[src/verilog/mem_pkg.sv]
package mem_pkg;

	// ========================================
	// Byte memories
	// ========================================

	typedef logic [7:0] addr_t;
	typedef logic [7:0] byte_t;

	localparam int    MEM_DEPTH = 256;
	localparam addr_t LEN_ADDR  = 8'd0;      // Message length byte

endpackage : mem_pkg

[src/verilog/sbox_ram.sv]
`timescale 1ns/1ps

module sbox_ram
	import mem_pkg::*;
(
	input  logic  clk,
	input  addr_t addr_i,
	input  byte_t wrdata_i,
	input  logic  wren_i,
	output byte_t rddata_o
);

	byte_t mem [MEM_DEPTH];                  // State array S

	always_ff @(posedge clk) begin
		if (wren_i) begin
			mem[addr_i] <= wrdata_i;
		end
		rddata_o <= mem[addr_i];             // Old data on a same-cycle write
	end

endmodule : sbox_ram

[config.mk]
export PLATFORM = sky130hd
export DESIGN_NAME = sbox_ram
export DESIGN_NICKNAME = d
export VERILOG_FILES = /design/src/verilog/mem_pkg.sv /design/src/verilog/sbox_ram.sv
export SDC_FILE = /design/constraint.sdc
export NUM_CORES = 2
export LEC_CHECK = 0
export BUFFER_PORTS_ARGS = -buffer_cell sky130_fd_sc_hd__buf_4
export CORE_ASPECT_RATIO = 0.7
export CORE_UTILIZATION = 57
export DETAILED_ROUTE_END_ITERATION = 8
export GPL_ROUTABILITY_DRIVEN = 0
export GPL_TIMING_DRIVEN = 0
export MAX_ROUTING_LAYER = met4
export PLACE_DENSITY = 0.73
export RECOVER_POWER = 50
export REMOVE_ABC_BUFFERS = 1
export SLEW_MARGIN = 10
export SYNTH_ARGS = -nofsm -noshare
export SYNTH_HDL_FRONTEND = slang
export SYNTH_SLANG_ARGS = --single-unit
[constraint.sdc]
create_clock -name clk -period 3 [get_ports clk]
set_input_delay 0.3 -clock clk [delete_from_list [all_inputs] [get_ports clk]]
set_output_delay 0.3 -clock clk [all_outputs]
set_load 0.05 [all_outputs]
==> out/qor.csv <==
metric,value,unit
status,"finished, violations left",
violations,"capacitance limit, slew limit, setup timing",
n_fill_cell,8420,
yosysTopAreaCell,edfxtp_1,
dp_cells,5241,
hold_viol,0,
fin_worst_skew,27.70,ps
finalSetupViolCount,3,
maxSlewViolCount,684,
tightest_slew,2875,ps
period_share,105.0,%
period_needed,3151,ps
avgSynthCellArea,22.13,um^2
worstHoldStart,addr_i[6],
clock_latency,800,ps
rsz0062_at_grt,true,
p_total,57.05,mW
grt_start_max_net_pins,149,
path_class,in2reg,
die_y,312.5,um
reg2reg_from,mem[58][6]$_DFFE_PP_,
clock_path_buffers,3,
io_pins,26,
final_util,65.21,%
max_stage_delay,1030,ps
critPathTopFamily,compound AO/OA/AOI/OAI gates,
syn_area,0.07849,mm^2
post-place-ws,-3711,ps
synth_cell_types,22,
fmax,317.4,MHz
path_buf_inv,6,
cts_num_sinks,2056,
h-tree-depth,4,
hold_class,in2reg,
start_kind,input pin,
place_hpwl,106.0,mm
ir_drop,0.6062,mV
die_x,445.5,um
row_count,113,
grt_usage,29.00,%
worstPathRequired,3570,ps
finalNonFillerCells,5623,
synth.area.top_cells,"edfxtp_1, mux4_2, a22oi_1",
p_leak,26.96,nW
worst_path_most_repeated_cell,buf_16,
end_kind,flip-flop,
ys_seq_elements,2056,
grt_pass1_wl,276.1,mm
synth_top_area_share,78.35,%
antenna_found_initial,4,
vias,38570,
holdWs,182.3,ps
cts_tree,built,
ant_nets,0,
totalWireLength,193.8,mm
root_buffer,clkbuf_16,
startpoint,addr_i[0],
drt_iter0_drc,5963,
p_per_area,642.5,mW/mm^2
grt_pass1_vias,38010,
clkTransAtPathRegs,70,ps
cap_viol_max_count,8,
yosys_warnings,0,
initial_utilization,57.65,%
rrSetupSlack,-90,ps
overflow,0,
cpMaxStageDelayCell,o41ai_1,
numCtsBuffers,179,
nNetsFinal,3660,
drc,0,
ys_seq_area_share,78.55,%
areaGrowthSynthToFinish,13.12,%
slew_headroom,-91.68,%
setup_slack,-150.7,ps
critPathMaxFanout,13,
wl_per_cell,34.46,um
avgViaCountPerCell,6.860,
worstPathCellList,buf_16 -> buf_16 -> buf_16 -> buf_4 -> buf_4 -> bufbuf_16 -> mux4_2 -> a22oi_1 -> a21oi_1 -> o41ai_1 -> nand4_1,
critPathArrivalTime,3720,ps
coreArea,0.1362,mm^2
port_buffers,25,
die_area,0.1392,mm^2
syn-instance-count,3547,
drive_gt1_share,27.49,%
drt_pass1_iterations,8,
[worst register-to-register path, cell delays in order, from the launching register on]
cell and delay [ps]:
edfxtp_1 370, mux4_2 490, a22oi_1 310, a21oi_1 240, o41ai_1 1060, nand4_1 390
[layout by cell type, fill, tap and decap left out, types with 3 or more instances in the layout]
cell and n:
clkinv_2 28, bufbuf_16 25, buf_12 22, o41ai_4 8, inv_6 5, nor2_2 72
a21oi_4 3, a22oi_2 6, clkbuf_1 54, nand2b_1 3, nand3_1 5, nor2_1 158
clkbuf_2 4, clkbuf_8 4, o41ai_1 16, nor2b_2 3, nand2b_2 3, buf_6 5
mux4_2 512, nand2_1 19, nor3_2 29, buf_4 29, bufinv_16 9, clkbuf_16 183
buf_8 3, clkinv_8 6, nand4_1 8, dfxtp_1 8, nand3_2 7, nand2_2 8
a22oi_1 250, nor2_4 3, buf_16 41, a21oi_1 124, diode_2 3, nor2b_1 3
o41ai_2 8, edfxtp_1 2048, dlygate4sd3_1 6, clkinv_1 35
[flip-flops by register name, summed over array words and instances (netlist names)]
name	count
mem	2048
rddata_o	8
[cell usage after synthesis]
library cell and number:
edfxtp_1 2048, mux4_2 512, a22oi_1 256, nor2_1 232
clkbuf_1 145, a21oi_1 128, buf_2 36, o41ai_1 32
nor3_1 30, nand2_1 28, buf_1 19, buf_4 16
buf_6 16, nand3_1 13, dfxtp_1 8, nand4_1 8
nor2b_1 7, nand2b_1 6, and2_1 3, or2_2 2
inv_1 1, or3_1 1
[per-layer routing]
metal  track usage (%)  vias up  part of all wire [%]
li1                  -    15270                     -
met1             42.49    20390                    39
met2             40.53     2573                    46
met3             7.570      343                    12
met4             8.841        0                   2.8
met5                 -        -                     0
[kinds of logic (layout without fill, tap and decap cells)]
family	count (synthesis)	in the layout	synth area share, %
AND/OR/NAND/NOR	330	332	1.733
flip-flops	2056	2056	78.55
other	0	3	0
AO/OA/AOI/OAI	416	416	3.622
buffers and inverters	233	464	1.401
multiplexers	512	512	14.69
[stage by stage]
step / TNS [ps] / cell area (um^2)
2_1_floorplan: -5433150 / 77400
6_report: -259.4 / 88790
5_1_grt: -2806 / 88790
4_1_cts: -6717 / 88730
3_3_place_gp: - / 79890
3_5_place_dp: -2052120 / 81690
[report_power, final]
group | leakage [nW] | internal [mW] | switching [mW]
clock | 2.70 | 12.1 | 10.2
combinational | 5.78 | 1.14 | 1.93
sequential | 18.5 | 31.7 | 0.0285
[layout make-up]
cell class,instances,area [um^2],area share (%)
multi-input combinational,1260,16480,18.56
antenna,3,7.507,0.008455
tap,1840,2302,2.593
sequential,2056,61660,69.44
timing repair buffer,144,2819,3.175
inverter,1,3.754,0.004228
clock buffer,233,4807,5.414
clock inverter,86,708.2,0.7976
[path summary, 6_finish.rpt]
| kind | end | cells after the start |
|---|---|---|
| worst min register to register | rddata_o[4]$_DFF_P_ | 5 |
| worst min-delay path | rddata_o[2]$_DFF_P_ | 4 |
| worst max-delay path | rddata_o[6]$_DFF_P_ | 11 |
| worst max register to register | rddata_o[6]$_DFF_P_ | 5 |
[what timing repair did]
action,4_1_cts,5_1_grt
resized for setup,72,58
endpoints found under the setup margin,1465,713
endpoints found under the hold margin,250,0
hold buffers,6,0
cloned,29,1
pin swaps,13,2
setup buffers,24,0
Note: power is estimated with default switching activity, not from simulation.
