$ cat config.mk
export PLATFORM = sky130hd
export DESIGN_NAME = prga
export DESIGN_NICKNAME = d
export VERILOG_FILES = /design/src/verilog/mem_pkg.sv /design/src/verilog/cipher_pkg.sv /design/src/verilog/prga.sv
export SDC_FILE = /design/constraint.sdc
export NUM_CORES = 1
export LEC_CHECK = 0
export ABC_AREA = 1
export BUFFER_PORTS_ARGS = -buffer_cell sky130_fd_sc_hd__buf_2
export CAP_MARGIN = 20
export CORE_ASPECT_RATIO = 1.75
export CORE_MARGIN = 4
export CORE_UTILIZATION = 60
export CTS_CLUSTER_SIZE = 16
export DETAILED_ROUTE_END_ITERATION = 10
export GPL_TIMING_DRIVEN = 0
export PLACE_DENSITY = 0.84
export REMOVE_ABC_BUFFERS = 1
export SYNTH_ARGS = -nofsm -noshare
export SYNTH_HDL_FRONTEND = slang
export SYNTH_SLANG_ARGS = --single-unit
$ cat constraint.sdc
create_clock -name clk -period 3.4 [get_ports clk]
set_clock_uncertainty 0.2 [all_clocks]
set_input_delay 0.34 -clock clk [delete_from_list [all_inputs] [get_ports clk]]
set_output_delay 0.34 -clock clk [all_outputs]
set_load 0.05 [all_outputs]
$ cat src/verilog/mem_pkg.sv
package mem_pkg;

	// ========================================
	// Byte memories
	// ========================================

	typedef logic [7:0] addr_t;
	typedef logic [7:0] byte_t;

	localparam int    MEM_DEPTH = 256;
	localparam addr_t LEN_ADDR  = 8'd0;      // Message length byte

endpackage : mem_pkg

$ cat src/verilog/cipher_pkg.sv
package cipher_pkg;

	// ========================================
	// Key and state array
	// ========================================

	typedef logic [23:0] key_t;              // Key byte 0 sits in [23:16]

	localparam int KEY_BYTES = 3;            // Bytes used in rotation by the shuffle
	localparam int S_SIZE    = 256;          // Entries in S

endpackage : cipher_pkg
$ cat src/verilog/prga.sv
`timescale 1ns/1ps

module prga
	import cipher_pkg::*;
	import mem_pkg::*;
(
	input  logic  clk,
	input  logic  rst_n,
	input  logic  en_i,
	output logic  rdy_o,
	output addr_t s_addr_o,
	input  byte_t s_rddata_i,
	output byte_t s_wrdata_o,
	output logic  s_wren_o,
	output addr_t ct_addr_o,
	input  byte_t ct_rddata_i,
	output addr_t pt_addr_o,
	input  byte_t pt_rddata_i,
	output byte_t pt_wrdata_o,
	output logic  pt_wren_o
);

	typedef enum logic [3:0] {
		st_idle,
		st_ld_len,
		st_rd_len,
		st_inc_i,
		st_calc_j,
		st_wr_j,
		st_wr_i,
		st_ld_pad,
		st_wr_pad,
		st_wr_len,
		st_ld_k,
		st_xor_pt
	} state_t;

	state_t state;
	addr_t  i;
	addr_t  j;
	addr_t  i_n;
	addr_t  j_n;
	addr_t  pad_idx;
	addr_t  k_addr;
	byte_t  k;                               // Message byte index
	byte_t  msglen;
	byte_t  sti;
	byte_t  stj;
	logic   last;

	assign i_n     = i + 1'b1;
	assign j_n     = addr_t'((j + s_rddata_i) % S_SIZE);
	assign pad_idx = addr_t'((sti + stj) % S_SIZE);
	assign k_addr  = k + 8'd1;               // Data starts after the length byte
	assign last    = (k == msglen - 8'd1);

	always_comb begin
		rdy_o       = 1'b0;
		s_addr_o    = i;
		s_wrdata_o  = '0;
		s_wren_o    = 1'b0;
		ct_addr_o   = k_addr;
		pt_addr_o   = k_addr;
		pt_wrdata_o = '0;
		pt_wren_o   = 1'b0;
		case (state)
			st_idle:   rdy_o = 1'b1;
			st_ld_len: ct_addr_o = LEN_ADDR;
			st_inc_i:  s_addr_o = i_n;
			st_calc_j: s_addr_o = j_n;
			st_wr_j: begin
				s_addr_o   = j;
				s_wrdata_o = sti;
				s_wren_o   = 1'b1;
			end
			st_wr_i: begin
				s_wrdata_o = stj;
				s_wren_o   = 1'b1;
			end
			st_ld_pad: s_addr_o = pad_idx;
			st_wr_pad: begin
				pt_wrdata_o = s_rddata_i;    // Keystream byte
				pt_wren_o   = 1'b1;
			end
			st_wr_len: begin
				pt_addr_o   = LEN_ADDR;
				pt_wrdata_o = msglen;
				pt_wren_o   = 1'b1;
			end
			st_xor_pt: begin
				pt_wrdata_o = pt_rddata_i ^ ct_rddata_i;
				pt_wren_o   = 1'b1;
			end
			default: ;
		endcase
	end

	// ========================================
	// Keystream pass, then XOR pass
	// ========================================

	always_ff @(posedge clk or negedge rst_n) begin
		if (!rst_n) begin
			state <= st_idle;
			i     <= '0;
			j     <= '0;
			k     <= '0;
		end else begin
			case (state)
				st_idle: begin
					if (en_i) begin
						state <= st_ld_len;
					end
					i <= '0;
					j <= '0;
					k <= '0;
				end
				st_ld_len: state <= st_rd_len;
				st_rd_len: state <= st_inc_i;
				st_inc_i: begin
					i     <= i_n;
					state <= st_calc_j;
				end
				st_calc_j: begin
					j     <= j_n;
					state <= st_wr_j;
				end
				st_wr_j:   state <= st_wr_i;
				st_wr_i:   state <= st_ld_pad;
				st_ld_pad: state <= st_wr_pad;
				st_wr_pad: begin
					k     <= last ? 8'd0 : k + 8'd1;
					state <= last ? st_wr_len : st_inc_i;
				end
				st_wr_len: state <= st_ld_k;
				st_ld_k:   state <= st_xor_pt;
				st_xor_pt: begin
					k     <= k + 8'd1;
					state <= last ? st_idle : st_ld_k;
				end
				default: state <= st_idle;
			endcase
		end
	end

	always_ff @(posedge clk) begin
		if (state == st_rd_len) begin
			msglen <= ct_rddata_i;
		end
		if (state == st_calc_j) begin
			sti <= s_rddata_i;
		end
		if (state == st_wr_j) begin
			stj <= s_rddata_i;
		end
	end

	// Host must not load an empty message
	assert property (@(posedge clk) disable iff (!rst_n)
		(state == st_rd_len) |-> (ct_rddata_i != 8'd0));

endmodule : prga

==> metrics <==
outcome=finished clean; Placed Area=4257 µm²; global route overflow=0; register bit total from synthesis=52; crit end category=output port; Cell Area, Synth=3856 µm²; final hold violations=0; Core ar.=6228 µm²; Power, Total=3.271 mW; flop-to-flop setup slack=1.13 ns; post-synthesis cell type count=40; commonest non-fill, non-tap cell in the layout=nand2_1; Worst Path Required=2.86 ns; TritonRoute pass-1 iters=5; layout cells sized above 1=21.10%; cell count of the worst hold path=1; clock sink total=52; drt drc=0; worst hold path type=in2reg; buffer depth of the longest clock path=2; Hold Crit Start=ct_rddata_i[0]; Fin Setup TNS=0 ns; power per cell area=748.3 nW/µm²; critical-path maximum fanout=11; largest net degree at the start of global routing=29; gpl congestion=0.9307; Critical Path AT=2.60 ns; vias in the first global route=3802; Initial Util=61.91%; Via density=5.707; clk_lat worst skew=0.33 ns; most frequent cells in the layout=nand2_1, buf_2, inv_1, nand3_1, nor2_1; Antenna diodes=0; EDFF count, synth=24; ANT nets after route=0; Die Span X=68.60 µm; initial drt markers=270; final setup margin=0.2628 ns; CTS tree=yes; Design Area, Final=4370 µm²; GRT Util Overall=29.48%; non-filler instance count after layout=663; top_reg_cell synth=dfrtp_1; VDD IR-drop max=0.4592 mV; Gate Count Post-Synth=513; Reg-to-Reg Start=state[3]; routed len/inst=15.65 µm; leakage=2.262 nW; Net count, final=628; max_cap viols=0; Root Buffer=clkbuf_8; initial antenna violation count=0; period utilization=92.27%; max-slew violations=0; H-tree depth=2; # setup viols final=0; leading area contributor after synthesis=edfxtp_1; ys async rst share=53.85%; dpl cells=654; Hold Path End=msglen[0]; first-pass GRT wire length=17380 µm; crit path launch type=flop; overall routed net length=10380 µm; total CTS buffers=5; IO Port Bufs=69; Final min period=3.137 ns; Clock Pin Slew Worst Setup and Hold Paths=0.10 ns; IO Pins=70; fmax=318.8 MHz; die height=114.1 µm; Worst Max-Slew Pin Slew=0.8133 ns; top cells by area, synth=edfxtp_1, dfrtp_1, nand2_1; vias post-DR=3784; Ys Warns=0; row cnt=38; Yosys top cell area share=18.69%; Die Area=7824 µm²; reg2reg path depth=6; HPWL after DPL=8141 µm; Slew headroom=45.58%; crit path kind=reg2out; worst r2r dst=state[1]; RSZ-0062 raised after global routing=false; worst slack, placed=0.2087 ns; Area growth syn-to-layout=13.34%; Avg Inst Size Synth=7.517 µm²; Seq/Total Area, Yosys=36.86%
-- timing repair --
action                     4_1_cts  5_1_grt
pin swaps                        0        0
setup buffers                    0        0
hold endpoints to repair        28        0
hold buffers                     1        0
setup endpoints to repair       11        1
resized for setup                1        1
-- where the power goes --
part / switching [mW] / internal [mW] / total [mW]
Sequential: 0.165 / 0.824 / 0.989
Combinational: 1.38 / 0.506 / 1.89
Clock: 0.225 / 0.167 / 0.392
Total: 1.77 / 1.50 / 3.27
-- synthesized netlist by cell type (2+ instances only) --
| library cell | number |
|---|---|
| a211oi_1 | 2 |
| a21o_1 | 2 |
| a21oi_1 | 13 |
| a21oi_2 | 2 |
| a32o_1 | 8 |
| buf_2 | 4 |
| buf_4 | 2 |
| clkbuf_2 | 2 |
| clkinv_1 | 2 |
| dfrtp_1 | 28 |
| edfxtp_1 | 24 |
| fa_1 | 2 |
| ha_1 | 17 |
| inv_1 | 53 |
| inv_2 | 16 |
| nand2_1 | 136 |
| nand2_2 | 7 |
| nand2_4 | 2 |
| nand3_1 | 53 |
| nand3b_1 | 3 |
| nand4_1 | 17 |
| nor2_1 | 43 |
| nor2_2 | 6 |
| nor2_4 | 4 |
| nor3_1 | 3 |
| o211ai_1 | 7 |
| o21a_1 | 2 |
| o21ai_0 | 24 |
| or2_2 | 3 |
| xor2_1 | 16 |
-- kinds of logic (layout without fill, tap and decap cells) --
logic type      count (synthesis)  in the layout  share of synthesized area (%)
compound gates                 68             68                          11.84
xor+xnor                       17             17                          3.861
fa+ha+maj                      19             19                          6.554
buf+inv                        79            149                          8.079
flops                          52             52                          36.86
simple gates                  278            278                          32.80
-- state kept, by name, indices dropped and copies added (netlist names) --
register and flops:
j 8, state 4, sti 8, k 8, stj 8, msglen 8
i 8
-- per-stage QoR --
step / utilization (%) / hold WS [ns]
after floorplan: - / -0.1556
after global placement: 68.34 / 0.1955
after detailed placement: 68.34 / 0.2016
after CTS: 70.09 / 0.007434
after global routing: 70.17 / 0.004596
final: 70.17 / 0.01352
-- how the worst max path moves through the flow --
stage	end	from	depth (start not counted)
2_1_floorplan	pt_wrdata_o[0]	state[3]	4
3_3_place_gp	s_addr_o[6]	state[3]	8
3_5_place_dp	s_addr_o[6]	state[3]	8
4_1_cts	s_addr_o[6]	state[3]	8
5_1_grt	pt_wrdata_o[3]	state[3]	5
6_report	pt_wrdata_o[3]	state[3]	5
-- final cells by class --
cell class	count	area, µm²
clock buffers	6	82.58
multi-input cells	382	2131
repair buffers	70	355.3
fillers	543	1858
inverters	71	266.5
clock inverters	2	13.76
flip-flops and latches	52	1421
well taps	80	100.1
-- metal layers --
layer	wire (µm)	share of wire, %	track usage, %	up-vias
li1	-	-	-	1851
met1	3749	36	31.86	1757
met2	5564	54	51.50	129
met3	435	4.2	3.831	47
met4	625	6.0	18.73	0
met5	0	0	0	-
-- worst max-delay path, cell delays in order (launching register included) --
cell and delay (ns):
dfrtp_1 0.59, nand2_2 0.19, nor2_1 0.59, inv_1 0.34, o211ai_1 0.25, buf_2 0.29
No activity file was read; power rests on OpenSTA's default activity.
