`src/verilog/mem_pkg.sv`:
```
package mem_pkg;

	// ========================================
	// Byte memories
	// ========================================

	typedef logic [7:0] addr_t;
	typedef logic [7:0] byte_t;

	localparam int    MEM_DEPTH = 256;
	localparam addr_t LEN_ADDR  = 8'd0;      // Message length byte

endpackage : mem_pkg

```
`src/verilog/cipher_pkg.sv`:
```
package cipher_pkg;

	// ========================================
	// Key and state array
	// ========================================

	typedef logic [23:0] key_t;              // Key byte 0 sits in [23:16]

	localparam int KEY_BYTES = 3;            // Bytes used in rotation by the shuffle
	localparam int S_SIZE    = 256;          // Entries in S

endpackage : cipher_pkg
```
`src/verilog/key_schedule.sv`:
```
`timescale 1ns/1ps

module key_schedule
	import cipher_pkg::*;
	import mem_pkg::*;
(
	input  logic  clk,
	input  logic  rst_n,
	input  logic  en_i,
	output logic  rdy_o,
	input  key_t  key_i,
	output addr_t s_addr_o,
	input  byte_t s_rddata_i,
	output byte_t s_wrdata_o,
	output logic  s_wren_o
);

	typedef enum logic [2:0] {
		st_idle,
		st_fill,
		st_read_i,
		st_calc_j,
		st_write_j,
		st_write_i
	} state_t;

	state_t     state;
	addr_t      i;
	addr_t      j;
	addr_t      j_n;
	byte_t      si;
	byte_t      sj;
	byte_t      kbyte;
	logic [1:0] kidx;                        // i mod KEY_BYTES

	assign kbyte = key_i[8 * (KEY_BYTES - 1 - kidx) +: 8];
	assign j_n   = addr_t'((j + s_rddata_i + kbyte) % S_SIZE);   // S[i] valid in calc_j

	always_comb begin
		rdy_o      = 1'b0;
		s_addr_o   = i;
		s_wrdata_o = '0;
		s_wren_o   = 1'b0;
		case (state)
			st_idle:   rdy_o = 1'b1;
			st_fill: begin
				s_wrdata_o = i;              // Identity permutation
				s_wren_o   = 1'b1;
			end
			st_calc_j: s_addr_o = j_n;
			st_write_j: begin
				s_addr_o   = j;
				s_wrdata_o = si;
				s_wren_o   = 1'b1;
			end
			st_write_i: begin
				s_wrdata_o = sj;
				s_wren_o   = 1'b1;
			end
			default: ;
		endcase
	end

	// ========================================
	// Fill, then 4 cycles per shuffle step
	// ========================================

	always_ff @(posedge clk or negedge rst_n) begin
		if (!rst_n) begin
			state <= st_idle;
			i     <= '0;
			j     <= '0;
			kidx  <= '0;
		end else begin
			case (state)
				st_idle: begin
					if (en_i) begin
						state <= st_fill;
					end
					i    <= '0;
					j    <= '0;
					kidx <= '0;
				end
				st_fill: begin
					i <= i + 1'b1;           // Wraps to 0 for the shuffle
					if (i == addr_t'(S_SIZE - 1)) begin
						state <= st_read_i;
					end
				end
				st_read_i:  state <= st_calc_j;
				st_calc_j: begin
					j     <= j_n;
					state <= st_write_j;
				end
				st_write_j: state <= st_write_i;
				st_write_i: begin
					i     <= i + 1'b1;
					kidx  <= (kidx == 2'(KEY_BYTES - 1)) ? 2'd0 : kidx + 2'd1;
					state <= (i == addr_t'(S_SIZE - 1)) ? st_idle : st_read_i;
				end
				default: state <= st_idle;
			endcase
		end
	end

	always_ff @(posedge clk) begin
		if (state == st_calc_j) begin
			si <= s_rddata_i;
		end
		if (state == st_write_j) begin
			sj <= s_rddata_i;                // Old S[j], read issued in calc_j
		end
	end

	// Controller never restarts a busy engine
	assert property (@(posedge clk) disable iff (!rst_n) en_i |-> rdy_o);

endmodule : key_schedule

```
`config.mk`:
```
export PLATFORM = sky130hd
export DESIGN_NAME = key_schedule
export DESIGN_NICKNAME = d
export VERILOG_FILES = /design/src/verilog/mem_pkg.sv /design/src/verilog/cipher_pkg.sv /design/src/verilog/key_schedule.sv
export SDC_FILE = /design/constraint.sdc
export NUM_CORES = 1
export LEC_CHECK = 0
export ABC_AREA = 1
export BUFFER_PORTS_ARGS = -buffer_cell sky130_fd_sc_hd__buf_2
export CORE_MARGIN = 1.5
export CORE_UTILIZATION = 30
export DETAILED_ROUTE_END_ITERATION = 8
export GPL_TIMING_DRIVEN = 0
export PLACE_DENSITY_LB_ADDON = 0.15
export SETUP_SLACK_MARGIN = 0.2
export SLEW_MARGIN = 20
export SYNTH_ARGS = -nofsm -noshare
export SYNTH_HDL_FRONTEND = slang
export SYNTH_SLANG_ARGS = --single-unit
```
`constraint.sdc`:
```
create_clock -name clk -period 10.1 [get_ports clk]
set_input_delay 0.505 -clock clk [delete_from_list [all_inputs] [get_ports clk]]
set_output_delay 0.505 -clock clk [all_outputs]
set_load 0.01 [all_outputs]
```
==> results of run 1 <==
==> power breakdown <==
part | switching (uW) | internal, uW | total (uW)
registers | 29.5 | 195 | 225
clock network | 55.4 | 74.2 | 130
logic | 310 | 176 | 486
total | 395 | 445 | 840
==> worst max-delay path: cells and delay by family, from the launching register on <==
kind	cells	cell delay [ns]
adder cells (fa/ha/maj)	4	1.42
AO/OA/AOI/OAI	4	0.78
AND/OR/NAND/NOR	1	0.13
buffers and inverters	7	1.11
flip-flops	1	0.42
==> metal layers <==
| metal | GRT usage (%) | vias to the layer above | wire (um) |
|---|---|---|---|
| li1 | - | 1105 | - |
| met1 | 20.9 | 996 | 3040 |
| met4 | 4.42 | 0 | 59 |
| met5 | 0 | - | 0 |
| met2 | 26.1 | 51 | 2930 |
| met3 | 2.55 | 4 | 268 |
==> cell usage after synthesis, drive strengths merged, types with 7 or more instances <==
cell / number / share of area [%]
nand2: 84 / 14
a21oi: 22 / 4.5
a211oi: 7 / 2.2
nor2: 10 / 1.5
o21ai: 19 / 3.9
nand3: 20 / 4.1
dfrtp: 21 / 22
o211ai: 8 / 2.5
ha: 10 / 5.2
fa: 8 / 6.6
edfxtp: 16 / 20
inv: 43 / 6.7
==> cell type report <==
cell class | instances | area (um2) | share of cell area [%]
Buffer | 6 | 37.5 | 1.28
Timing Repair Buffer | 52 | 260 | 8.91
Clock inverter | 2 | 38.8 | 1.33
Sequential cell | 37 | 1010 | 34.4
Tap cell | 102 | 128 | 4.37
Clock buffer | 6 | 72.6 | 2.48
Inverter | 43 | 161 | 5.52
Multi-Input combinational cell | 208 | 1220 | 41.7
==> sequential cells by signal (all words and copies together) (netlist names) <==
name   flops
i          8
state      3
si         8
sj         8
kidx       2
j          8
==> metrics by stage <==
stage / instances / area (um2) / utilization (%) / hold slack (ns)
6_report: 456 / 2920 / 37.6 / 0.186
5_1_grt: 456 / 2920 / 37.6 / 0.223
4_1_cts: 456 / 2920 / 37.6 / 0.210
3_5_place_dp: 448 / 2810 / 36.2 / 0.518
3_3_place_gp: 448 / 2810 / 36.2 / 0.511
2_1_floorplan: 294 / 2420 / - / 0.209
==> logic make-up (layout without fill, tap and decap cells) <==
logic type      count (synthesis)  in the layout
flops                          37             37
fa+ha+maj                      18             18
xor+xnor                        1              1
buf+inv                        49            109
compound gates                 66             66
simple gates                  123            123
==> layout by cell type, fill, tap and decap left out <==
cell	Yosys	final
o221ai_1	4	4
o21bai_1	1	1
ha_1	10	10
buf_2	3	55
o22ai_1	2	2
buf_6	1	1
clkbuf_8	0	5
clkinv_4	0	1
clkbuf_1	0	1
nand3_1	20	20
nand3b_1	1	1
nor3_4	1	1
a31oi_1	1	1
a211oi_1	7	7
inv_2	3	3
o211ai_1	8	8
bufinv_16	0	1
nand4_1	4	4
edfxtp_1	16	16
nor3_1	3	3
nand2_2	2	2
xor2_1	1	1
a21oi_1	22	22
inv_1	40	40
fa_1	8	8
o21a_1	1	1
buf_1	1	1
a21o_1	1	1
dfrtp_1	21	21
buf_4	1	1
o21ai_0	19	19
nand2_4	1	1
nand2_1	81	81
nor2_1	10	10
==> worst max path at each step <==
| stage | slack, ns | start | to |
|---|---|---|---|
| after global routing | 5.05 | kidx[0] | s_addr_o[5] |
| final | 5.42 | kidx[0] | s_addr_o[5] |
| after floorplan | 6.37 | kidx[0] | s_addr_o[5] |
| after CTS | 5.39 | kidx[0] | s_addr_o[5] |
| after detailed placement | 5.73 | kidx[0] | s_addr_o[5] |
| after global placement | 5.74 | kidx[0] | s_addr_o[5] |
==> results by group, run 1 <==
Synth
  • Compound-Gate Fraction of Synth Area: 16.3%
  • Syn_nets: 347
  • XOR/XNOR Fraction of Synth Area: 0.362%
  • Post-synthesis sequential area ratio: between 40% and 50%
  • EDFF count, synth: 16
  • Post-synthesis cell type count: 30
  • Largest family of logic cells by synthesized area: simple AND/OR/NAND/NOR gates
  • Mux cell area share after synthesis: 0%
  • Simple-gate share of the synthesized area: 21.8%
  • Syn. warnings: 0
  • Cells after Synth: 294
  • Mean Syn Cell Area: ~8.2 um2
  • Mapped Area: 0.00242 mm2
  • Yosys reg bits: 37
  • Synth Flop Type: dfrtp_1
  • Ys async rst share: 56.8%
  • Post-synthesis adder-cell area fraction: 11.8%

Timing
  • RSZ-0062 raised after global routing: false
  • Final WS setup: 5.42 ns
  • Layout Skew: 0.00661 ns
  • Setup tns final: 0 ns
  • Setup Viol. Count Final: 0
  • Final Critical Period: 4.68 ns
  • Slew Limit Fails: 0
  • Final Cycle Share: 46.3%
  • Max frequency: 214 MHz
  • Fin. Hold Viols: 0
  • Rel. slew slack: 62.3%
  • Tightest Pin Transition: 0.565 ns

Routing
  • Drt first pass iters: 4
  • Routed WL: roughly 6300 um
  • Post-route DRC: 0
  • Post-DR vias/cell: 4.73
  • DR vias: 2156
  • DRT iter0 DRCs: about 110
  • ANT nets after route: 0
  • Avg WL per Cell: about 14 um

Placed design
  • GPL Wtd Cong: about 0.81
  • Port buffer count: 52
  • Detailed placer's ending HPWL: 4910 um
  • Place WS: 5.73 ns

Pwr
  • Pwr dens: approximately 290 mW/mm2
  • Worst VDD drop: 96.5 uV
  • Pleak: 0.00140 uW
  • Power, Total: between 800 and 900 uW

Critical path
  • R2r worst-path depth: 15
  • Startpoint Class: flip-flop
  • Reg2Reg Setup Slack: approximately 6.3 ns
  • CP max FO: 10
  • R2R Path End: j[5]
  • Slowest cell on crit path: fa_1
  • Worst path max stage delay: approximately 0.48 ns
  • CP cell instances: buf_6, inv_2, buf_2, ha_1, buf_4, inv_1, a21oi_1, a211oi_1, fa_1, ha_1, fa_1, inv_1, o21bai_1, o21ai_0, nand3_1, buf_2
  • Worst EP required: ~9.6 ns
  • Crit path arrival time: 4.17 ns
  • Worst r2r src: kidx[0]
  • Critical Path End Type: output pin
  • Critical path type: reg2out

Global routing
  • Vias in the first global route: 2162
  • Initial antenna violation count: 0
  • GRT Total Usage: 15.7%
  • First-pass GRT wire length: 10500 um
  • Total grt overflow: 0
  • Largest net degree at the start of global routing: 22

CTS
  • Clock sinks: 37
  • CTS H-tree depth: 2
  • Post-cts resize count: 0
  • CTS tree: done
  • CTS buffer count: 5
  • Clk buf depth: 2
  • Clock slew at reported path FFs: 0.08 ns
  • # hold bufs at CTS: 0
  • Worst skew pair latency: 0.29 ns
  • Post-CTS Setup Repair Bufs: 0
  • CTS root buf: clkbuf_8

Hold path
  • Hold Crit Class: in2async

Floorplanning
  • Die area: 0.00862 mm2
  • Die width: 92.9 um
  • Initial Util: 31.2%
  • Num rows: 32
  • Core area: between 0.007 and 0.008 mm2
  • Chip height: 92.9 um
  • I/O Pins: 53

Final layout
  • Filler instances: 828
  • Ratio of cells with drive above 1 in the final layout: between 20% and 30%
  • ANT cells: 0
  • Net count reported at finish: 406
  • Area delta synth->final: 20.6%

Run
  • Total of max-cap violations: 0

Outcome
  • Status: complete, no violations
Power figures use the tool's default switching activity.
==> run 2: changes to the inputs <==
clock period = 4.6 ns   (was 10.1 ns; I/O delays follow)
==> run 2 against run 1 <==
First-iteration DRC count shrank 13%. Via count grew 0.65%. Final cell count grew 0.22%. Sequential share of layout area shrank 0.44 points. Critical path depth shrank 2. Utilization grew 0.48 points. Worst hold slack lost 0.020 ns. Clock power grew 120%. Critical path type unchanged. Critical endpoint is now s_addr_o[3].
==> results by group, run 2 (synthesis results as in run 1) <==
Critical path
  • Worst EP required: 4.37 ns (-5.23 ns)
  • CP cell instances: buf_6, inv_2, buf_4, ha_1, buf_4, clkinvlp_4, a21oi_1, a211oi_2, fa_1, ha_1, fa_2, o21ai_0, o221ai_1, buf_2
  • Critical path type: reg2out
  • CP max FO: 10 (unchanged)
  • Critical Path End Type: output pin
  • Crit path buf inv count: 6 (-1)
  • Startpoint Class: flip-flop
  • Worst path max stage delay: 0.46 ns (-0.02 ns)
  • Top delay family on crit path: adder cells
  • Slowest cell on crit path: fa_1
  • Crit path arrival time: 3.84 ns (-0.33 ns)

CTS
  • CTS buffer count: 5 (unchanged)
  • CTS root buf: clkbuf_8
  • CTS tree: done
  • CTS H-tree depth: 2 (unchanged)
  • Clock slew at reported path FFs: 0.08 ns (about the same)
  • Clk buf depth: 2 (unchanged)
  • Worst skew pair latency: 0.29 ns (about the same)
  • Post-CTS Setup Repair Bufs: 0 (unchanged)
  • Clock sinks: 37 (unchanged)

Final layout
  • Net count reported at finish: 407 (+0.25%)
  • Finished Layout Cells: 457 (+0.22%)
  • Filler instances: 827 (-0.12%)
  • Area delta synth->final: 22.2%
  • ANT cells: 0 (unchanged)
  • Most common cell after layout, fill and taps aside: nand2_1
  • Most frequent cells in the layout: nand2_1 (81), buf_2 (54), inv_1 (39), a21oi_1 (22), dfrtp_1 (21)
  • Finished Core Util: 38.1% (+0.48 points)
  • Ratio of cells with drive above 1 in the final layout: 21.7% (+1.6 points)

Timing
  • Setup tns final: 0 ns (unchanged)
  • RSZ-0062 raised after global routing: false
  • Setup Viol. Count Final: 0 (unchanged)
  • Tightest Pin Transition: 0.564 ns (-0.000909 ns)
  • Layout Skew: 0.00745 ns (+0.000841 ns)
  • Slew Limit Fails: 0 (unchanged)
  • Max frequency: 246 MHz
  • Rel. slew slack: 62.3% (about the same)
  • Final Cycle Share: 88.5%
  • Fin. Hold Viols: 0 (unchanged)
  • Final Critical Period: 4.07 ns

Placed design
  • GPL Wtd Cong: 0.807 (unchanged)
  • Detailed placer's ending HPWL: 4910 um (unchanged)
  • Port buffer count: 52 (unchanged)
  • Placed Cells: 448 (unchanged)

Global routing
  • GRT Total Usage: 15.7% (unchanged)
  • Initial antenna violation count: 0 (unchanged)
  • Vias in the first global route: 2162 (unchanged)
  • Largest net degree at the start of global routing: 22 (unchanged)
  • First-pass GRT wire length: 10500 um (unchanged)
  • Total grt overflow: 0 (unchanged)

Routing
  • Highest Signal Layer: met4
  • Routed WL: 6350 um (+0.76%)
  • Met3 WL: 293 um (+9.3%)
  • Drt first pass iters: 4 (unchanged)
  • DRT iter0 DRCs: 98 (-13%)
  • Met1 Routed Length: 3050 um (about the same)
  • DR vias: 2170 (+0.65%)
  • Met2 WL post-DR: 2950 um (+0.72%)
  • Avg WL per Cell: 13.9 um (+0.54%)
  • Post-route DRC: 0 (unchanged)
  • Post-DR vias/cell: 4.75 (+0.43%)
  • ANT nets after route: 0 (unchanged)

Outcome
  • Status: complete, no violations

Floorplanning
  • Chip height: 92.9 um (unchanged)
  • I/O Pins: 53 (unchanged)
  • Die area: 0.00862 mm2 (unchanged)
  • Die width: 92.9 um (unchanged)
  • Initial Util: 31.2% (unchanged)
  • Num rows: 32 (unchanged)
  • Core area: 0.00777 mm2 (unchanged)

Pwr
  • Pwr dens: 633 mW/mm2 (+120%)
  • Pleak: 0.00140 uW (+0.45%)
  • Power, Total: 1870 uW (+120%)
  • Worst VDD drop: 213 uV (+120%)

Run
  • Total of max-cap violations: 0 (unchanged)

Hold path
  • Hold Crit Class: in2reg
run 2: changes by cell type in the layout (fill, tap and decap cells not counted):
| cell | change |
|---|---|
| a211oi_1 | -3 |
| a211oi_2 | +3 |
| buf_2 | -1 |
| buf_4 | +1 |
| clkinvlp_4 | +1 |
| dlygate4sd3_1 | +1 |
| fa_1 | -1 |
| fa_2 | +1 |
| inv_1 | -1 |
| o21ai_0 | -1 |
| o21ai_2 | +1 |
run 2: repair_timing:
item | 4_1_cts | 5_1_grt
gates resized for setup | 1 | 8
hold buffers | 1 | 0
setup endpoints to repair | 1 | 5
pin swaps | 0 | 1
hold endpoints to repair | 21 | 0
run 2: area by class of cell:
type	instances	area, um2	area share [%]
inverters	43	165	5.58
repair buffers	53	270	9.13
flip-flops and latches	37	1010	34.0
plain buffers	6	40.0	1.35
well taps	102	128	4.31
clock buffers	6	72.6	2.45
clock inverters	2	38.8	1.31
multi-input cells	208	1240	41.9
run 2: worst paths after layout:
| path | start | endpoint | slack [ns] | cells past startpoint |
|---|---|---|---|---|
| setup / recovery | kidx[0] | s_addr_o[3] | 0.53 | 14 |
| hold / removal | s_rddata_i[1] | si[1] | 0.17 | 1 |
| setup reg to reg | kidx[0] | j[7] | 1.12 | 17 |
| hold reg to reg | i[7] | i[7] | 0.52 | 2 |
| max in group asynchronous | rst_n | i[5] | 3.79 | 2 |
| min in group asynchronous | rst_n | j[2] | 0.45 | 2 |
run 2: report_power, final:
part           internal (uW)  total [uW]  switching, uW
logic                    399        1100            697
clock network            163         284            121
registers                428         493           65.0
total                    990        1870            884
run 2: layer usage:
layer / vias to the layer above / GRT usage (%)
met4: 0 / 4.42
met5: - / 0
met1: 1006 / 20.9
li1: 1108 / -
met3: 4 / 2.55
met2: 52 / 26.1
run 2: stage by stage:
stage	setup slack (ns)	hold slack [ns]	instance area (um2)
final	0.530	0.166	2960
after global routing	0.245	0.161	2960
after CTS	0.259	0.163	2940
after detailed placement	0.509	0.250	2810
after global placement	0.514	0.237	2810
after floorplan	1.14	-0.0656	2420
