`src/verilog/mem_pkg.sv`:
```
package mem_pkg;

	// ========================================
	// Byte memories
	// ========================================

	typedef logic [7:0] addr_t;
	typedef logic [7:0] byte_t;

	localparam int    MEM_DEPTH = 256;
	localparam addr_t LEN_ADDR  = 8'd0;      // Message length byte

endpackage : mem_pkg

```
`src/verilog/cipher_pkg.sv`:
```
package cipher_pkg;

	// ========================================
	// Key and state array
	// ========================================

	typedef logic [23:0] key_t;              // Key byte 0 sits in [23:16]

	localparam int KEY_BYTES = 3;            // Bytes used in rotation by the shuffle
	localparam int S_SIZE    = 256;          // Entries in S

endpackage : cipher_pkg
```
`src/verilog/arc4_ctrl.sv`:
```
`timescale 1ns/1ps

module arc4_ctrl
	import cipher_pkg::*;
	import mem_pkg::*;
(
	input  logic  clk,
	input  logic  rst_n,
	input  logic  start_valid_i,
	output logic  start_ready_o,
	input  key_t  key_i,
	output key_t  key_o,
	output logic  ks_en_o,
	input  logic  ks_rdy_i,
	output logic  pr_en_o,
	input  logic  pr_rdy_i,
	input  addr_t ks_s_addr_i,
	input  byte_t ks_s_wrdata_i,
	input  logic  ks_s_wren_i,
	input  addr_t pr_s_addr_i,
	input  byte_t pr_s_wrdata_i,
	input  logic  pr_s_wren_i,
	output addr_t s_addr_o,
	output byte_t s_wrdata_o,
	output logic  s_wren_o
);

	typedef enum logic [1:0] {
		st_idle,
		st_schedule,
		st_generate
	} state_t;

	state_t state;
	logic   pr_sel;                          // PRGA owns the S port

	assign start_ready_o = (state == st_idle);
	assign pr_sel        = (state == st_generate);

	assign s_addr_o   = pr_sel ? pr_s_addr_i : ks_s_addr_i;
	assign s_wrdata_o = pr_sel ? pr_s_wrdata_i : ks_s_wrdata_i;
	assign s_wren_o   = pr_sel ? pr_s_wren_i : ks_s_wren_i;

	// Engine rdy is stale while its en pulse is out
	always_ff @(posedge clk or negedge rst_n) begin
		if (!rst_n) begin
			state   <= st_idle;
			ks_en_o <= 1'b0;
			pr_en_o <= 1'b0;
		end else begin
			ks_en_o <= 1'b0;
			pr_en_o <= 1'b0;
			case (state)
				st_idle: begin
					if (start_valid_i) begin
						state   <= st_schedule;
						ks_en_o <= 1'b1;
					end
				end
				st_schedule: begin
					if (!ks_en_o && ks_rdy_i) begin
						state   <= st_generate;
						pr_en_o <= 1'b1;
					end
				end
				st_generate: begin
					if (!pr_en_o && pr_rdy_i) begin
						state <= st_idle;
					end
				end
				default: state <= st_idle;
			endcase
		end
	end

	always_ff @(posedge clk) begin
		if (start_valid_i && start_ready_o) begin
			key_o <= key_i;
		end
	end

	// Idle engine keeps off the S memory
	assert property (@(posedge clk) disable iff (!rst_n)
		pr_sel ? !ks_s_wren_i : !pr_s_wren_i);

endmodule : arc4_ctrl

```
`config.mk`:
```
export PLATFORM = sky130hd
export DESIGN_NAME = arc4_ctrl
export DESIGN_NICKNAME = d
export VERILOG_FILES = /design/src/verilog/mem_pkg.sv /design/src/verilog/cipher_pkg.sv /design/src/verilog/arc4_ctrl.sv
export SDC_FILE = /design/constraint.sdc
export NUM_CORES = 1
export LEC_CHECK = 0
export BUFFER_PORTS_ARGS = -buffer_cell sky130_fd_sc_hd__buf_2
export CORE_ASPECT_RATIO = 1.5
export CORE_UTILIZATION = 36
export CTS_BUF_LIST = sky130_fd_sc_hd__clkbuf_16
export DETAILED_ROUTE_END_ITERATION = 10
export PLACE_DENSITY_LB_ADDON = 0.08
export SYNTH_ARGS = -nofsm -noshare
export SYNTH_HDL_FRONTEND = slang
export SYNTH_SLANG_ARGS = --single-unit
```
`constraint.sdc`:
```
create_clock -name clk -period 2.17 [get_ports clk]
set_clock_uncertainty 0.2 [all_clocks]
set_input_delay 0.434 -clock clk [delete_from_list [all_inputs] [get_ports clk]]
set_output_delay 0.434 -clock clk [all_outputs]
set_load 0.005 [all_outputs]
```
==> insert_results.sql, run 1 <==
INSERT INTO impl_metrics (metric_group, metric, value, unit) VALUES
('run_status', 'outcome', 'completed', ''),
('die', 'row_count', '24', ''),
('place', 'place.gp.congestion', '0.649', ''),
('die', 'die_height', '70.9', 'um'),
('synthesis', 'synth.area.top_cells', 'sky130_fd_sc_hd__edfxtp_1 (63%), sky130_fd_sc_hd__mux2_4 (12%), sky130_fd_sc_hd__dfrtp_1 (8.8%)', ''),
('hold_path', 'timing.hold.worst.class', 'in -> reg', ''),
('setup_path', 'ff2ff_setup_slack', '0.66', 'ns'),
('sta', 'max_clock_freq', '0.474', 'GHz'),
('pwr', 'power.total', '1.88', 'mW'),
('sta', 'worst_slew_pin_slew', '0.246', 'ns'),
('clock_network', 'root_buffer', 'sky130_fd_sc_hd__clkbuf_16', ''),
('sta', 'post-route-min-period', '2.11', 'ns'),
('detailed_routing', 'dr.first_iter.drc_count', '6', ''),
('pwr', 'peakVddDrop', '0.656', 'mV'),
('grt', 'grt.overflow.total', '0', ''),
('grt', 'number_of_global_route_vias_before_repair', '857', ''),
('synthesis', 'ys.warnings.count', '0', ''),
('sta', 'maxSlewViolCount', '0', ''),
('setup_path', 'cp_max_fo', '9', ''),
('detailed_routing', 'postRouteWirelength', '2300', 'um'),
('flow_run', 'max_cap_viol_count', '0', ''),
('grt', 'grt_antenna_before_repair', '0', ''),
('synthesis', 'postSynthNetCount', '119', ''),
('place', 'place.detailed.hpwl', '1910', 'um'),
('place', 'port_buffers', '106', ''),
('place', 'placed_cells', '202', ''),
('sta', 'timing.final.crit_share', '97.2', '%'),
('place', 'detailed_place.area', '0.00172', 'mm^2'),
('finish', 'final_cell_mix', 'sky130_fd_sc_hd__buf_2 (106), sky130_fd_sc_hd__edfxtp_1 (24), sky130_fd_sc_hd__mux2_4 (9)', ''),
('synthesis', 'seq_area_frac_synth', '72.0', '%'),
('clock_network', 'cts-root-to-sink-buffers', '2', ''),
('pwr', 'power_per_cell_area', '999', 'mW/mm^2'),
('setup_path', 'worstSetupEndpointType', 'output pin', ''),
('finish', 'layout-drive-gt1-share', '80.1', '%'),
('die', 'core_area', '0.00297', 'mm^2'),
('finish', 'final_cell_area', '0.00188', 'mm^2'),
('synthesis', 'post_synth_instance_area', '0.00114', 'mm^2'),
('synthesis', 'synthesized_instance_count', '56', ''),
('detailed_routing', 'detailroute.via_count', '915', ''),
('finish', 'nNetsFinal', '235', ''),
('finish', 'layout_commonest_cell', 'sky130_fd_sc_hd__buf_2', ''),
('finish', 'final_cell_count_no_fill', '210', ''),
('die', 'die_area', '0.00340', 'mm^2'),
('clock_network', 'cts_tree', 'done', ''),
('finish', 'finalCoreUtilization', '63.4', '%'),
('detailed_routing', 'viasPerCell', '4.36', ''),
('grt', 'grt_pass1_wl', '3330', 'um'),
('die', 'horizontal_die_dimension', '47.9', 'um'),
('clock_network', 'cts_made_buffers', '3', ''),
('synthesis', 'postSynthRegisterBits', '28', ''),
('synthesis', 'synth_largest_area_cell', 'sky130_fd_sc_hd__edfxtp_1', ''),
('setup_path', 'cp_data_required_time', '1.54', 'ns'),
('synthesis', 'synth_top_area_share', '63.2', '%'),
('setup_path', 'cp-start-kind', 'register', ''),
('detailed_routing', 'drt_first_pass_iters', '3', ''),
('synthesis', 'synth_cell_type_count', '14', ''),
('synthesis', 'syn-mean-instance-area', '20.4', 'um^2'),
('setup_path', 'critical_path_arrival', '1.47', 'ns'),
('detailed_routing', 'drc_errors', '0', ''),
('clock_network', 'worst_setup_hold_path_clk_slew', '0.07', 'ns'),
('finish', 'antenna-diode-count', '0', ''),
('sta', 'max_slew_margin', '83.5', '%'),
('clock_network', 'sinks_on_clock_net', '28', ''),
('pwr', 'leakage', '0.909', 'nW'),
('clock_network', 'ctsHtreeMaxLevel', '1', ''),
('detailed_routing', 'detail-route-antenna-nets', '0', ''),
('die', 'top_level_ports', '107', ''),
('sta', 'setup-violations-final', '0', ''),
('setup_path', 'setup.worst_path.class', 'reg -> out', ''),
('die', 'initial_utilization', '38.3', '%'),
('finish', 'area_growth', '65.3', '%'),
('detailed_routing', 'routed_wire_length_per_instance', '10.9', 'um'),
('clock_network', 'clkLatencyLatePin', '0.25', 'ns'),
('sta', 'finalHoldViolCount', '0', ''),
('grt', 'grt_usage', '13.4', '%'),
('grt', 'grt_max_degree', '19', '');
worst max-delay path, cell delays in order (launching register included):
cell and delay, ns:
sky130_fd_sc_hd__dfrtp_2 0.44, sky130_fd_sc_hd__nor2b_4 0.18, sky130_fd_sc_hd__clkbuf_16 0.19, sky130_fd_sc_hd__mux2_4 0.29, sky130_fd_sc_hd__buf_2 0.13
cell families (layout without fill, tap and decap cells):
| logic type | count (synthesis) | after routing | share of synthesized area, % |
|---|---|---|---|
| flops | 28 | 28 | 72.0 |
| compound gates | 2 | 2 | 1.54 |
| buf+inv | 3 | 118 | 3.07 |
| simple gates | 6 | 6 | 3.62 |
| mux | 17 | 17 | 19.8 |
area by class of cell:
type                            instances  area (um^2)
Fill cell                             245         1090
Sequential cell                        28          822
Timing Repair Buffer                  113          616
Multi-Input combinational cell         25          289
Clock buffer                            3         75.1
Tap cell                               39         48.8
Clock inverter                          1         30.0
Inverter                                1         3.75
report_power, final:
group / switching, mW / internal (mW) / leakage (nW)
registers: 0.0447 / 0.737 / 0.274
clock network: 0.158 / 0.366 / 0.0511
logic: 0.230 / 0.348 / 0.584
per-layer routing:
| layer | share of wire [%] | vias up | routed length (um) | global-route usage, % |
|---|---|---|---|---|
| li1 | - | 443 | - | - |
| met1 | 33 | 415 | 765 | 11.1 |
| met2 | 57 | 55 | 1310 | 27.0 |
| met3 | 9.0 | 2 | 207 | 4.34 |
| met4 | 0.61 | 0 | 14 | 2.78 |
| met5 | 0 | - | 0 | 0 |
state kept, by name, summed over array words and instances, names as in the netlist:
register	flops
key_o	24
state	2
ks_en_o	1
pr_en_o	1
metrics by stage:
step                setup WS, ns  hold slack, ns  setup TNS [ns]
global placement           0.338          0.0415               0
floorplan                  0.368         -0.0616               0
global route           -0.000361           0.140       -0.000361
detailed placement         0.316          0.0495               0
CTS                       0.0359           0.147               0
finish                    0.0611           0.149               0
worst paths after layout:
check | startpoint | end | cells after the start
min in group asynchronous | rst_n | ks_en_o | 2
max | state[0] | s_addr_o[4] | 4
max in group asynchronous | rst_n | state[0] | 2
max reg2reg | state[1] | key_o[16] | 4
min reg2reg | state[1] | state[0] | 2
min | key_i[8] | key_o[8] | 1
cells in the mapped netlist:
cell                        n
sky130_fd_sc_hd__inv_1      1
sky130_fd_sc_hd__edfxtp_1  24
sky130_fd_sc_hd__mux2_2     8
sky130_fd_sc_hd__nand2b_1   1
sky130_fd_sc_hd__buf_6      1
sky130_fd_sc_hd__buf_12     1
sky130_fd_sc_hd__nor2b_2    1
sky130_fd_sc_hd__a21o_2     1
sky130_fd_sc_hd__and2_1     1
sky130_fd_sc_hd__and4bb_2   1
sky130_fd_sc_hd__dfrtp_1    4
sky130_fd_sc_hd__mux2_4     9
sky130_fd_sc_hd__nor2_1     2
sky130_fd_sc_hd__a311oi_1   1
repair_timing:
action	4_1_cts	5_1_grt
hold buffers	1	0
hold endpoints to repair	4	0
endpoints found under the setup margin	0	17
resized for setup	0	2
buffers inserted	0	2
Power figures use the tool's default switching activity.
==> inputs of run 2 (changes only) <==
- CORE_ASPECT_RATIO: 1.5 -> 1.4
==> run 2 against run 1 <==
  * Clock power decreased by 27%
  * Register-to-register slack lost 0.02 ns
  * First-iteration DRC count grew to 3.2 times the previous value
  * Clock-buffer cell count stayed put
  * Non-clock buffer count shrank 3
  * Sequential share of layout area is 1.9 points higher
  * Total power fell by 10%
  * Sequential power rose by 0.8%
  * Via count down 3.3%
  * Global-route usage hardly changed
  * Design area shrank 4.1%
  * Largest cell class unchanged
==> insert_results.sql, run 2 (synthesis gave the netlist of run 1 again) <==
INSERT INTO impl_metrics (metric_group, metric, value, unit) VALUES
('setup_path', 'rr_endpoint', 'key_o[4]', ''),
('detailed_routing', 'postRouteWirelength', '2300', 'um'),
('pwr', 'power_switching_share', '24.2', '%'),
('grt', 'grt_usage', '13.4', '%'),
('finish', 'final_cell_area', '0.00181', 'mm^2'),
('detailed_routing', 'drc_errors', '0', ''),
('hold_path', 'timing.hold.worst.class', 'in -> reg', ''),
('pwr', 'power.share.combinational', '30.6', '%'),
('die', 'die_height', '68.6', 'um'),
('finish', 'area_growth', '58.5', '%'),
('clock_network', 'cts_made_buffers', '3', ''),
('sta', 'maxSlewViolCount', '0', ''),
('detailed_routing', 'drt_first_pass_iters', '4', ''),
('sta', 'timing.final.crit_share', '96.9', '%'),
('pwr', 'power.total', '1.69', 'mW'),
('die', 'initial_utilization', '38.8', '%'),
('detailed_routing', 'detailroute.via_count', '885', ''),
('setup_path', 'cp_data_required_time', '1.54', 'ns'),
('pwr', 'internal_power_consumption', '1.28', 'mW'),
('setup_path', 'setup.worst_path.class', 'reg -> out', ''),
('clock_network', 'post_cts_buffers', '0', ''),
('grt', 'grt_max_degree', '26', ''),
('grt', 'global_route.usage.met3', '3.07', '%'),
('sta', 'worst_slew_pin_slew', '0.289', 'ns'),
('pwr', 'p_switching', '0.410', 'mW'),
('grt', 'grt_pass1_wl', '3280', 'um'),
('finish', 'largestRegisters', 'key_o: 24 flops, state: 2 flops', ''),
('grt', 'grt_antenna_before_repair', '0', ''),
('die', 'die_area', '0.00340', 'mm^2'),
('finish', 'layout-drive-gt1-share', '79.6', '%'),
('place', 'placed_cells', '200', ''),
('setup_path', 'critical_path_arrival', '1.47', 'ns'),
('grt', 'number_of_global_route_vias_before_repair', '803', ''),
('clock_network', 'cts_tree', 'done', ''),
('finish', 'top_register', 'key_o', ''),
('setup_path', 'cp-start-kind', 'register', ''),
('sta', 'setup-violations-final', '0', ''),
('sta', 'post-route-min-period', '2.10', 'ns'),
('pwr', 'power_per_cell_area', '936', 'mW/mm^2'),
('setup_path', 'worstRegToRegCells', '3', ''),
('setup_path', 'critical_path.cell_chain', 'nor2b_4 -> buf_6 -> mux2_2 -> buf_2', ''),
('setup_path', 'path_buf_inv', '2', ''),
('detailed_routing', 'dr.first_iter.drc_count', '19', ''),
('clock_network', 'clkLatencyLatePin', '0.25', 'ns'),
('hold_path', 'holdPathStages', '1', ''),
('detailed_routing', 'viasPerCell', '4.34', ''),
('setup_path', 'critical-path-max-stage-delay', '0.45', 'ns'),
('flow_run', 'max_cap_viol_count', '0', ''),
('grt', 'met1_layer_usage_reported_by_global_route', '12.3', '%'),
('run_status', 'outcome', 'completed', ''),
('grt', 'grt.overflow.total', '0', ''),
('setup_path', 'ff2ff_setup_slack', '0.64', 'ns'),
('place', 'port_buffers', '106', ''),
('hold_path', 'hold_end', 'key_o[22]', ''),
('pwr', 'clockPowerShare', '22.8', '%'),
('clock_network', 'worst_setup_hold_path_clk_slew', '0.06', 'ns'),
('finish', 'final_cell_count_no_fill', '204', ''),
('sta', 'finalHoldViolCount', '0', ''),
('sta', 'hold_ws', '0.154', 'ns'),
('setup_path', 'rr_startpoint', 'state[0]', ''),
('setup_path', 'cp_max_fo', '9', ''),
('finish', 'layout_commonest_cell', 'sky130_fd_sc_hd__buf_2', ''),
('finish', 'nNetsFinal', '232', ''),
('clock_network', 'root_buffer', 'sky130_fd_sc_hd__clkbuf_16', ''),
('pwr', 'leakage', '0.873', 'nW'),
('detailed_routing', 'detail-route-antenna-nets', '0', ''),
('setup_path', 'worstSetupEndpointType', 'output pin', ''),
('hold_path', 'worstHoldStart', 'key_i[22]', ''),
('grt', 'gr-usage-met2', '25.7', '%'),
('setup_path', 'cpLargestDelayFamily', 'flip-flops', ''),
('die', 'core_area', '0.00294', 'mm^2'),
('sta', 'max_slew_margin', '80.7', '%'),
('die', 'row_count', '23', ''),
('place', 'detailed_place.area', '0.00171', 'mm^2'),
('sta', 'max_clock_freq', '0.475', 'GHz'),
('pwr', 'sequentialPowerShare', '46.6', '%'),
('pwr', 'peakVddDrop', '0.466', 'mV'),
('finish', 'final_cell_mix', 'sky130_fd_sc_hd__buf_2 (106), sky130_fd_sc_hd__edfxtp_1 (24), sky130_fd_sc_hd__mux2_4 (9)', ''),
('die', 'top_level_ports', '107', ''),
('clock_network', 'ctsHtreeMaxLevel', '1', ''),
('finish', 'antenna-diode-count', '0', ''),
('grt', 'globalRoute.busiestLayer', 'met2', ''),
('die', 'horizontal_die_dimension', '49.6', 'um'),
('place', 'place.detailed.hpwl', '1920', 'um'),
('sta', 'setup_tns', '0', 'ns'),
('clock_network', 'cts-root-to-sink-buffers', '2', ''),
('place', 'place.gp.congestion', '0.653', ''),
('finish', 'largest_register_ff_count', '24', ''),
('detailed_routing', 'routed_wire_length_per_instance', '11.3', 'um'),
('setup_path', 'critical_path.slowest_cell', 'sky130_fd_sc_hd__dfrtp_2', ''),
('clock_network', 'sinks_on_clock_net', '28', '');
run 2: cell count changes in the layout (fill, tap and decap cells not counted), sizes merged:
| cell | before | now |
|---|---|---|
| buf | 111 | 109 |
| bufinv | 1 | 0 |
| clkbuf | 4 | 3 |
run 2: metrics by stage:
step / util [%] / worst slack, ns
after CTS: 61.1 / 0.0189
final: 61.6 / 0.0667
after detailed placement: 58.2 / 0.307
after global routing: 61.6 / -0.00905
after floorplan: - / 0.368
after global placement: 58.2 / 0.358
run 2: layout make-up:
class                      count  area [um^2]
clock buffer                   3         75.1
fill                         254         1130
inverter                       1         3.75
multi-input combinational     25          289
sequential                    28          822
tap                           37         46.3
timing repair buffer         110          571
run 2: how the worst max path moves through the flow:
| stage | from | endpoint | slack [ns] | cells past startpoint |
|---|---|---|---|---|
| after floorplan | state[0] | key_o[0] | 0.37 | 2 |
| after global routing | state[0] | s_wren_o | -0.009 | 4 |
| after CTS | state[0] | s_wrdata_o[6] | 0.02 | 4 |
| final | state[0] | s_wrdata_o[6] | 0.07 | 4 |
| after global placement | state[0] | s_addr_o[7] | 0.36 | 4 |
| after detailed placement | state[0] | s_wrdata_o[6] | 0.31 | 4 |
run 2: per-layer routing:
metal / vias to the layer above / part of all wire (%)
met1: 382 / 36
li1: 438 / -
met2: 63 / 54
met5: - / 0
met4: 0 / 1.4
met3: 2 / 8.4
run 2: worst register-to-register path: stages (launching register included):
cell and delay, ns:
sky130_fd_sc_hd__dfrtp_2 0.45, sky130_fd_sc_hd__nor2_1 0.14, sky130_fd_sc_hd__and2_1 0.13, sky130_fd_sc_hd__buf_4 0.29
run 2: power by group through the flow:
| stage | Sequential [mW] | Combinational [mW] | Clock [mW] |
|---|---|---|---|
| floorplan | 0.807 | 0.263 | 0 |
| global placement | 0.787 | 0.504 | 0 |
| detailed placement | 0.791 | 0.511 | 0 |
| CTS | 0.782 | 0.514 | 0.401 |
| global route | 0.802 | 0.572 | 0.415 |
| finish | 0.788 | 0.518 | 0.385 |
run 2: repair_timing:
item                                    in CTS  in global routing
hold endpoints to repair                     4                  0
hold buffers                                 1                  0
gates resized for setup                      0                  4
endpoints found under the setup margin       0                 16
